[config.mk]
export PLATFORM = sky130hd
export DESIGN_NAME = color_proc
export DESIGN_NICKNAME = d
export VERILOG_FILES = /design/src/rtl/color_pkg.sv /design/src/rtl/frame_scan.sv /design/src/rtl/color_classify.sv /design/src/rtl/hist_accum.sv /design/src/rtl/color_proc.sv
export SDC_FILE = /design/constraint.sdc
export NUM_CORES = 1
export LEC_CHECK = 0
export BUFFER_PORTS_ARGS = -buffer_cell sky130_fd_sc_hd__buf_2
export CAP_MARGIN = 20
export CORE_MARGIN = 2
export CORE_UTILIZATION = 35
export DETAILED_ROUTE_END_ITERATION = 10
export PLACE_DENSITY = 0.54
export SYNTH_ARGS = -nofsm -noshare
export SYNTH_HDL_FRONTEND = slang
export SYNTH_HIERARCHICAL = 1
export SYNTH_SLANG_ARGS = --single-unit
[constraint.sdc]
create_clock -name clk -period 11.6 [get_ports clk]
set_input_delay 1.16 -clock clk [delete_from_list [all_inputs] [get_ports clk]]
set_output_delay 1.16 -clock clk [all_outputs]
set_load 0.02 [all_outputs]
[src/rtl/color_pkg.sv]
package color_pkg;

  // widths that carry a meaning
  typedef logic [11:0] pxl_t;       // rgb444, red on top, blue at the bottom
  typedef logic [3:0]  comp_t;      // one color component
  typedef logic [14:0] addr_t;      // pixel address, 0 to 19199
  typedef logic [7:0]  col_t;       // column, 0 to 159
  typedef logic [6:0]  row_t;       // row, 0 to 119
  typedef logic [2:0]  bin_t;       // histogram bin index
  typedef logic [10:0] bin_cnt_t;   // up to 1664 per bin
  typedef logic [13:0] total_t;     // up to 13312 in the inner frame
  typedef logic [2:0]  filter_t;    // one bit per primary: r g b

  typedef enum logic {
    SCAN_IDLE,
    SCAN_RUN
  } scan_state_t;

  // qqvga image
  localparam int img_cols   = 160;
  localparam int img_rows   = 120;
  localparam int img_pxls   = img_cols * img_rows;  // 19200

  // border taken away on each side before the histogram
  localparam int out_cols   = 16;
  localparam int out_rows   = 8;

  localparam int hist_bins  = 8;
  localparam int bin_cols   = 16;                   // 128 inner columns / 8 bins
  localparam int inner_pxls = 13312;                // 128 x 104
  localparam int bin_max    = 1664;                 // 104 rows x 16 columns

  // component difference limits
  localparam comp_t simil_limit = 4'd1;  // at or below: similar
  localparam comp_t vdif_limit  = 4'd2;  // at or above: very different

  // filter codes
  localparam filter_t filt_none = 3'b000;  // everything passes
  localparam filter_t filt_red  = 3'b100;
  localparam filter_t filt_grn  = 3'b010;
  localparam filter_t filt_blu  = 3'b001;
  localparam filter_t filt_yel  = 3'b110;  // red and green
  localparam filter_t filt_mag  = 3'b101;  // red and blue
  localparam filter_t filt_cya  = 3'b011;  // green and blue
  localparam filter_t filt_whi  = 3'b111;  // bright gray

endpackage

[src/rtl/frame_scan.sv]
`timescale 1ns/100ps

module frame_scan (
  input  logic               clk,
  input  logic               rst,
  input  logic               new_frame_i,  // one cycle, only seen when idle
  input  color_pkg::filter_t filter_i,
  output color_pkg::filter_t filter_o,     // held for the whole frame
  output color_pkg::addr_t   rd_addr_o,    // to the original image memory
  output logic               tag_valid_o,
  output logic               tag_first_o,
  output logic               tag_last_o,
  output logic               tag_inner_o,
  output color_pkg::addr_t   tag_addr_o,
  output color_pkg::bin_t    tag_bin_o
);

  color_pkg::scan_state_t state;
  color_pkg::addr_t       addr;
  color_pkg::col_t        col;
  color_pkg::row_t        row;
  color_pkg::col_t        in_col;     // column inside the inner frame
  color_pkg::bin_t        bin;
  logic                   run;
  logic                   end_ln;
  logic                   end_frame;
  logic                   first;
  logic                   inner;

  // tag stages: [0] lines up with the memory data, [1] with the classifier output
  logic [1:0]             valid_d;
  logic [1:0]             first_d;
  logic [1:0]             last_d;
  logic [1:0]             inner_d;
  color_pkg::addr_t       addr_d [2];
  color_pkg::bin_t        bin_d  [2];

  assign run       = (state == color_pkg::SCAN_RUN);
  assign end_ln    = (col == color_pkg::col_t'(color_pkg::img_cols - 1));
  assign end_frame = (addr == color_pkg::addr_t'(color_pkg::img_pxls - 1));
  assign first     = run && (addr == '0);

  // inner frame is columns 16..143, rows 8..111
  assign inner = (col >= color_pkg::out_cols) &&
                 (col <  color_pkg::img_cols - color_pkg::out_cols) &&
                 (row >= color_pkg::out_rows) &&
                 (row <  color_pkg::img_rows - color_pkg::out_rows);

  // outside the inner frame the bin is garbage, inner gates it later
  assign in_col = col - color_pkg::col_t'(color_pkg::out_cols);
  assign bin    = color_pkg::bin_t'(in_col / color_pkg::bin_cols);

  always_ff @(posedge clk or posedge rst) begin
    if (rst) begin
      state    <= color_pkg::SCAN_IDLE;
      addr     <= '0;
      col      <= '0;
      row      <= '0;
      filter_o <= color_pkg::filt_none;
    end else begin
      case (state)
        color_pkg::SCAN_IDLE: begin
          if (new_frame_i) begin
            state    <= color_pkg::SCAN_RUN;
            filter_o <= filter_i;  // one filter per frame
          end
        end
        color_pkg::SCAN_RUN: begin
          if (end_frame) begin
            state <= color_pkg::SCAN_IDLE;
            addr  <= '0;
            col   <= '0;
            row   <= '0;
          end else begin
            addr <= addr + 1'b1;
            if (end_ln) begin
              col <= '0;
              row <= row + 1'b1;
            end else begin
              col <= col + 1'b1;
            end
          end
        end
        default: state <= color_pkg::SCAN_IDLE;
      endcase
    end
  end

  assign rd_addr_o = addr;

  always_ff @(posedge clk or posedge rst) begin
    if (rst) begin
      valid_d <= '0;
      first_d <= '0;
      last_d  <= '0;
    end else begin
      valid_d <= {valid_d[0], run};
      first_d <= {first_d[0], first};
      last_d  <= {last_d[0], run & end_frame};
    end
  end

  // payload of the tag, only looked at with valid
  always_ff @(posedge clk) begin
    inner_d   <= {inner_d[0], inner};
    addr_d[0] <= addr;
    addr_d[1] <= addr_d[0];
    bin_d[0]  <= bin;
    bin_d[1]  <= bin_d[0];
  end

  assign tag_valid_o = valid_d[1];
  assign tag_first_o = first_d[1];
  assign tag_last_o  = last_d[1];
  assign tag_inner_o = inner_d[1];
  assign tag_addr_o  = addr_d[1];
  assign tag_bin_o   = bin_d[1];

  a_addr_range: assert property (@(posedge clk) disable iff (rst)
    run |-> rd_addr_o < color_pkg::addr_t'(color_pkg::img_pxls));

endmodule

[src/rtl/color_classify.sv]
`timescale 1ns/100ps

module color_classify (
  input  logic               clk,
  input  logic               rst,
  input  color_pkg::pxl_t    pxl_i,     // one cycle after the read address
  input  color_pkg::filter_t filter_i,
  output logic               pass_o,    // pixel passed the filter
  output color_pkg::pxl_t    pxl_o      // pixel or black
);

  color_pkg::comp_t r;
  color_pkg::comp_t g;
  color_pkg::comp_t b;
  color_pkg::comp_t rg_dif;  // absolute differences
  color_pkg::comp_t rb_dif;
  color_pkg::comp_t gb_dif;
  color_pkg::pxl_t  pxl_q;
  logic             r_gt_g;
  logic             r_gt_b;
  logic             g_gt_b;
  logic             rg_sim;
  logic             rb_sim;
  logic             gb_sim;
  logic             rg_vdif;
  logic             rb_vdif;
  logic             gb_vdif;
  logic             is_red;
  logic             is_grn;
  logic             is_blu;
  logic             is_yel;
  logic             is_mag;
  logic             is_cya;
  logic             is_gra;
  logic             is_whi;
  logic             pass_nxt;
  logic             pass_q;

  assign {r, g, b} = pxl_i;

  assign r_gt_g = (r > g);
  assign r_gt_b = (r > b);
  assign g_gt_b = (g > b);

  assign rg_dif = r_gt_g ? r - g : g - r;
  assign rb_dif = r_gt_b ? r - b : b - r;
  assign gb_dif = g_gt_b ? g - b : b - g;

  assign rg_sim  = (rg_dif <= color_pkg::simil_limit);
  assign rb_sim  = (rb_dif <= color_pkg::simil_limit);
  assign gb_sim  = (gb_dif <= color_pkg::simil_limit);
  assign rg_vdif = (rg_dif >= color_pkg::vdif_limit);
  assign rb_vdif = (rb_dif >= color_pkg::vdif_limit);
  assign gb_vdif = (gb_dif >= color_pkg::vdif_limit);

  // one branch per ordering of the three components
  always_comb begin
    is_red = 1'b0;
    is_grn = 1'b0;
    is_blu = 1'b0;
    is_yel = 1'b0;
    is_mag = 1'b0;
    is_cya = 1'b0;
    is_gra = 1'b0;
    if (r_gt_g && r_gt_b && g_gt_b) begin             // r > g > b
      if (rg_vdif)      is_red = 1'b1;
      else if (rb_sim)  is_gra = 1'b1;
      else if (gb_vdif) is_yel = 1'b1;                // r and g close, b well below
    end else if (r_gt_g && r_gt_b) begin              // r > b >= g
      if (rb_vdif)      is_red = 1'b1;
      else if (rg_sim)  is_gra = 1'b1;
      else if (gb_vdif) is_mag = 1'b1;
    end else if (r_gt_g) begin                        // b >= r > g
      if (rb_vdif)      is_blu = 1'b1;
      else if (gb_sim)  is_gra = 1'b1;
      else if (rg_vdif) is_mag = 1'b1;
    end else if (r_gt_b) begin                        // g >= r > b
      if (rg_vdif)      is_grn = 1'b1;
      else if (rb_vdif) is_yel = 1'b1;
      else if (gb_sim)  is_gra = 1'b1;
    end else if (g_gt_b) begin                        // g > b >= r
      if (gb_vdif)      is_grn = 1'b1;
      else if (rb_vdif) is_cya = 1'b1;
      else if (rg_sim)  is_gra = 1'b1;
    end else begin                                    // b >= g >= r
      if (gb_vdif)      is_blu = 1'b1;
      else if (rb_sim)  is_gra = 1'b1;
      else if (rg_vdif) is_cya = 1'b1;
    end
  end

  // white is a gray with every component at 12 or more
  assign is_whi = is_gra & (&r[3:2]) & (&g[3:2]) & (&b[3:2]);

  always_comb begin
    case (filter_i)
      color_pkg::filt_none: pass_nxt = 1'b1;
      color_pkg::filt_red:  pass_nxt = is_red;
      color_pkg::filt_grn:  pass_nxt = is_grn;
      color_pkg::filt_blu:  pass_nxt = is_blu;
      color_pkg::filt_yel:  pass_nxt = is_yel;
      color_pkg::filt_mag:  pass_nxt = is_mag;
      color_pkg::filt_cya:  pass_nxt = is_cya;
      color_pkg::filt_whi:  pass_nxt = is_whi;
      default:              pass_nxt = 1'b1;
    endcase
  end

  always_ff @(posedge clk or posedge rst) begin
    if (rst) pass_q <= 1'b0;
    else     pass_q <= pass_nxt;
  end

  always_ff @(posedge clk) begin
    pxl_q <= pxl_i;
  end

  assign pass_o = pass_q;
  assign pxl_o  = pass_q ? pxl_q : '0;  // failing pixels go out black

  // the six orderings never hand out two classes at once
  a_one_class: assert property (@(posedge clk) disable iff (rst)
    !$isunknown(pxl_i) |-> $onehot0({is_red, is_grn, is_blu, is_yel,
                                     is_mag, is_cya, is_gra}));

endmodule

[src/rtl/hist_accum.sv]
`timescale 1ns/100ps

module hist_accum (
  input  logic                                            clk,
  input  logic                                            rst,
  input  logic                                            tag_valid_i,
  input  logic                                            tag_first_i,
  input  logic                                            tag_last_i,
  input  logic                                            tag_inner_i,
  input  logic                                            pass_i,
  input  color_pkg::bin_t                                 tag_bin_i,
  output color_pkg::bin_cnt_t [color_pkg::hist_bins-1:0] hist_o,  // bin 0 lowest
  output color_pkg::total_t                               color_total_o,
  output logic                                            frame_done_o
);

  color_pkg::bin_cnt_t bin_cnt [color_pkg::hist_bins];  // working counts
  color_pkg::bin_cnt_t bin_nxt [color_pkg::hist_bins];
  color_pkg::total_t   total_cnt;
  color_pkg::total_t   total_nxt;
  logic                restart;
  logic                hit;

  assign restart = tag_valid_i & tag_first_i;            // new frame, drop old counts
  assign hit     = tag_valid_i & tag_inner_i & pass_i;   // counted pixel

  // next counts include the pixel on the tag, so the snapshot on last is complete
  always_comb begin
    for (int i = 0; i < color_pkg::hist_bins; i++) begin
      bin_nxt[i] = restart ? '0 : bin_cnt[i];
      if (hit && (tag_bin_i == color_pkg::bin_t'(i)))
        bin_nxt[i] = bin_nxt[i] + 1'b1;
    end
    total_nxt = restart ? '0 : total_cnt;
    if (hit)
      total_nxt = total_nxt + 1'b1;
  end

  always_ff @(posedge clk or posedge rst) begin
    if (rst) begin
      for (int i = 0; i < color_pkg::hist_bins; i++) begin
        bin_cnt[i] <= '0;
        hist_o[i]  <= '0;
      end
      total_cnt     <= '0;
      color_total_o <= '0;
      frame_done_o  <= 1'b0;
    end else begin
      frame_done_o <= tag_valid_i & tag_last_i;  // cycle after the last write
      if (tag_valid_i) begin
        for (int i = 0; i < color_pkg::hist_bins; i++)
          bin_cnt[i] <= bin_nxt[i];
        total_cnt <= total_nxt;
        if (tag_last_i) begin
          // results hold until the next frame ends
          for (int i = 0; i < color_pkg::hist_bins; i++)
            hist_o[i] <= bin_nxt[i];
          color_total_o <= total_nxt;
        end
      end
    end
  end

  // a bin covers 104 x 16 inner pixels, nothing more
  for (genvar gi = 0; gi < color_pkg::hist_bins; gi++) begin : g_bin_chk
    a_bin_max: assert property (@(posedge clk) disable iff (rst)
      bin_cnt[gi] <= color_pkg::bin_cnt_t'(color_pkg::bin_max));
  end

  a_total_max: assert property (@(posedge clk) disable iff (rst)
    total_cnt <= color_pkg::total_t'(color_pkg::inner_pxls));

  // frames are far longer than one cycle, done never repeats back to back
  a_done_pulse: assert property (@(posedge clk) disable iff (rst)
    frame_done_o |=> !frame_done_o);

endmodule

[src/rtl/color_proc.sv]
`timescale 1ns/100ps

module color_proc (
  input  logic                                            clk,
  input  logic                                            rst,
  input  logic                                            new_frame_i,
  input  color_pkg::filter_t                              filter_i,
  input  color_pkg::pxl_t                                 orig_pxl_i,   // 1 cycle after addr
  output color_pkg::addr_t                                orig_addr_o,
  output logic                                            proc_we_o,
  output color_pkg::addr_t                                proc_addr_o,
  output color_pkg::pxl_t                                 proc_pxl_o,
  output logic                                            frame_done_o,
  output color_pkg::bin_cnt_t [color_pkg::hist_bins-1:0] hist_o,
  output color_pkg::total_t                               color_total_o
);

  color_pkg::filter_t filter;     // filter of the frame in flight
  color_pkg::bin_t    tag_bin;
  logic               tag_valid;
  logic               tag_first;
  logic               tag_last;
  logic               tag_inner;
  logic               pass;

  // decode stage: scan the frame, tags come out lined up with the classifier
  frame_scan u_frame_scan (
    .clk         (clk),
    .rst         (rst),
    .new_frame_i (new_frame_i),
    .filter_i    (filter_i),
    .filter_o    (filter),
    .rd_addr_o   (orig_addr_o),
    .tag_valid_o (tag_valid),
    .tag_first_o (tag_first),
    .tag_last_o  (tag_last),
    .tag_inner_o (tag_inner),
    .tag_addr_o  (proc_addr_o),   // write address comes straight from the tag
    .tag_bin_o   (tag_bin)
  );

  // execute stage
  color_classify u_color_classify (
    .clk      (clk),
    .rst      (rst),
    .pxl_i    (orig_pxl_i),
    .filter_i (filter),
    .pass_o   (pass),
    .pxl_o    (proc_pxl_o)
  );

  // result stage
  hist_accum u_hist_accum (
    .clk           (clk),
    .rst           (rst),
    .tag_valid_i   (tag_valid),
    .tag_first_i   (tag_first),
    .tag_last_i    (tag_last),
    .tag_inner_i   (tag_inner),
    .pass_i        (pass),
    .tag_bin_i     (tag_bin),
    .hist_o        (hist_o),
    .color_total_o (color_total_o),
    .frame_done_o  (frame_done_o)
  );

  assign proc_we_o = tag_valid;  // every valid tag is one write, no back-pressure

endmodule

==> impl_metrics.json <==
{
  "outcome": "finished clean",
  "place_ws_ns": 7.988,
  "hold_start": "u_frame_scan/bin_d[0][1]$_DFF_P_",
  "cts_tree": "yes",
  "min_period_ns": 3.170,
  "worstRegToRegCells": 9,
  "synth_top_area_share_pct": 45.94,
  "antenna_found_initial": 0,
  "finalCritPeriodShare_pct": 27.33,
  "rows": 71,
  "initial_core_util_pct": 35.58,
  "synth.area.top_cells": "dfrtp_1 (46%), dfxtp_1 (7.5%), nand2_1 (5.5%)",
  "synth_seq_cells": 296,
  "maxSlewHeadroom_pct": 28.68,
  "syn_inst": 1267,
  "route.detailed.drc": 0,
  "wirelength_mm": 32.15,
  "die-area_mm2": 0.03987,
  "worstMarginPinSlew_ns": 1.067,
  "synth.avg_cell_area_um2": 10.58,
  "final_nets": 1470,
  "numCtsBuffers": 36,
  "htree_levels": 2,
  "synth_fp_nets": 1330,
  "num_vias": 9472,
  "die_height_um": 199.7,
  "synth_cell_types": 80,
  "postPlaceCellArea_mm2": 0.01455,
  "routed_via_density": 4.877,
  "critPathKind": "reg2reg",
  "postCtsHoldBufs": 0,
  "cts_resized": 0,
  "dpl.hpwl_mm": 21.34,
  "multi_input_area_mm2": 0.005743,
  "fin_skew_ns": 0.01656,
  "leakagePower_nw": 7.663,
  "finalWorstSetupSlack_ns": 8.430,
  "async_flop_share_pct": 83.11,
  "cp_cell_sequence": "nand2_2, buf_4, and2_1, ha_1, nand2_1, nor3_1, nand4_1, xor2_1, mux2_2",
  "place_inst": 1880,
  "arrival_ns": 3.58,
  "endpoint_kind": "register",
  "worstSetupStartpointType": "register",
  "post-route-util_pct": 41.86,
  "synth_area_mm2": 0.01340,
  "port_buffers": 163,
  "r2r-start": "u_frame_scan/first_d[1]$_DFF_PP0_",
  "grt.overflow.total": 0,
  "synth_ff_type": "dfrtp_1",
  "ios": 164,
  "hold_class": "reg2reg",
  "nFillCells": 3817,
  "drive_above_1_share_pct": 21.31,
  "grt_pass1_wl_mm": 52.14,
  "cts_sinks": 296,
  "r2r-end": "u_hist_accum/hist_o[21]$_DFFE_PP0P_",
  "core_area_mm2": 0.03767,
  "drt_iter0_drc": 476,
  "power_density_mw_per_mm2": 169.4,
  "clk_latency_ns": 0.53,
  "grt_setup_unrepaired": "false",
  "cts.path.max_buffers": 3,
  "place_congestion": 0.8509,
  "finalHoldViolations": 0,
  "synth_warnings": 6,
  "stdcell_count": 1942,
  "diodes": 0,
  "crit_slowest_cell": "dfrtp_1",
  "ir_worst_vdd_uv": 129.3,
  "hold_ws_ns": 0.3191,
  "die_w_um": 199.7,
  "grt_max_degree": 132,
  "cp_slowest_stage_delay_ns": 0.59,
  "fin_setup_tns_ns": 0,
  "finalPower_mw": 2.671,
  "maxCapViolCount": 0,
  "cp_max_fo": 34,
  "syn2layout_area_growth_pct": 17.67,
  "grt_pass1_vias": 9602,
  "worstSetupStartpoint": "u_frame_scan/first_d[1]$_DFF_PP0_",
  "yosys.area.top_type": "dfrtp_1",
  "synth_edf_count": 0,
  "reg2reg_slack_ns": 8.43,
  "finalSetupViolCount": 0,
  "seqCellArea_mm2": 0.007157,
  "cts_setup_buffers": 0,
  "fmax_ghz": 0.3155,
  "grt_use_total_pct": 16.67,
  "path_clk_slew_ns": 0.06,
  "postRouteAntennaNets": 0,
  "maxSlewViolCount": 0,
  "wire_per_inst_um": 16.55,
  "endpoint": "u_hist_accum/hist_o[21]$_DFFE_PP0P_",
  "ys_seq_area_share_pct": 53.41,
  "fin_area_mm2": 0.01577,
  "firstDrtPassIters": 4,
  "cts_root_buf": "clkbuf_16",
  "crit_required_ns": 12.01
}
-- metal layers --
metal,wire length (um),share of wire (%),track usage (%)
met5,0,0,0
met4,773,2.4,5.624
met3,1485,4.6,3.156
met2,14790,46,26.71
met1,15100,47,22.66
-- critical path: cells and delay by family (launching register included) --
| kind | cells | cell delay (ns) |
|---|---|---|
| XOR/XNOR | 1 | 0.18 |
| adder cells (fa/ha/maj) | 1 | 0.18 |
| buffers and inverters | 1 | 0.47 |
| flip-flops | 1 | 0.59 |
| multiplexers | 1 | 0.26 |
| AND/OR/NAND/NOR | 5 | 1.35 |
-- worst min-delay path by stage --
| stage | end | cells after the start |
|---|---|---|
| after floorplan | u_frame_scan/addr_d[0][15]$_DFF_P_ | 0 |
| after global placement | u_frame_scan/addr_d[0][28]$_DFF_P_ | 0 |
| after detailed placement | u_frame_scan/inner_d[1]$_DFF_P_ | 0 |
| after CTS | u_frame_scan/inner_d[1]$_DFF_P_ | 0 |
| after global routing | u_frame_scan/bin_d[0][5]$_DFF_P_ | 0 |
| final | u_frame_scan/bin_d[0][4]$_DFF_P_ | 0 |
-- flip-flops by register name, indices dropped and copies added (netlist names), 2 cells and up --
name / cells
u_hist_accum/total_cnt: 14
u_frame_scan/bin_d: 6
u_frame_scan/first_d: 2
u_frame_scan/addr_d: 30
u_frame_scan/inner_d: 2
u_hist_accum/hist_o: 88
u_frame_scan/filter_o: 3
u_frame_scan/rd_addr_o: 15
u_frame_scan/valid_d: 2
u_frame_scan/last_d: 2
u_frame_scan/col: 8
u_frame_scan/row: 7
u_color_classify/pxl_q: 12
u_hist_accum/bin_cnt: 88
u_hist_accum/color_total_o: 14
-- report_power, final --
group	switching, mW	total [mW]	leakage, nW	internal, mW
logic	0.200	0.320	3.25	0.119
clock network	0.439	1.15	0.609	0.716
registers	0.0935	1.20	3.81	1.10
total	0.733	2.67	7.66	1.94
-- cells by family (layout without fill, tap and decap cells) --
family                   count (synthesis)  after routing  synth area share [%]
AO/OA/AOI/OAI                          105            105                 5.584
XOR/XNOR                               117            117                 7.759
multiplexers                            47             47                 4.062
buffers and inverters                  106            270                 3.810
AND/OR/NAND/NOR                        551            551                 20.84
flip-flops                             296            296                 53.41
adder cells (fa/ha/maj)                 45             45                 4.538
-- cell usage after synthesis (all sizes together), types with 2 or more instances --
cell     number
a211o         2
nand4        34
a221oi        2
nor2        130
ha           39
xnor2        59
fa            6
o2bb2ai       2
o21ai        34
a21o          7
inv          39
nor4         20
buf          37
o32ai         2
o31ai        29
and2         34
mux2i         7
or2           3
and3         16
nor4b         5
a21oi         5
nand2       196
nand3        37
xor2         58
o21a          2
mux2         40
nor3b         8
nand2b        8
clkbuf       30
nor2b         2
dfxtp        50
and4         13
a21boi        2
nor3         30
and4b         3
a31oi         7
nand4b        6
dfrtp       246
-- layout by cell type, fill, tap and decap left out, types with 33 or more instances in the layout --
master | synthesis | final
clkbuf_16 | 0 | 38
dfxtp_1 | 50 | 50
inv_1 | 38 | 37
nor2_1 | 127 | 127
ha_1 | 39 | 39
and2_1 | 33 | 33
dfrtp_1 | 246 | 246
mux2_2 | 37 | 37
nand2_1 | 196 | 194
xor2_1 | 56 | 56
buf_2 | 6 | 163
nand3_1 | 37 | 37
xnor2_1 | 59 | 59
-- cell type report --
class | count | area share [%]
flip-flops and latches | 296 | 45.39
clock inverters | 15 | 1.135
clock buffers | 47 | 6.562
well taps | 511 | 4.055
repair buffers | 169 | 5.459
multi-input cells | 865 | 36.42
inverters | 39 | 0.9760
(Power assumes the default switching activity.)
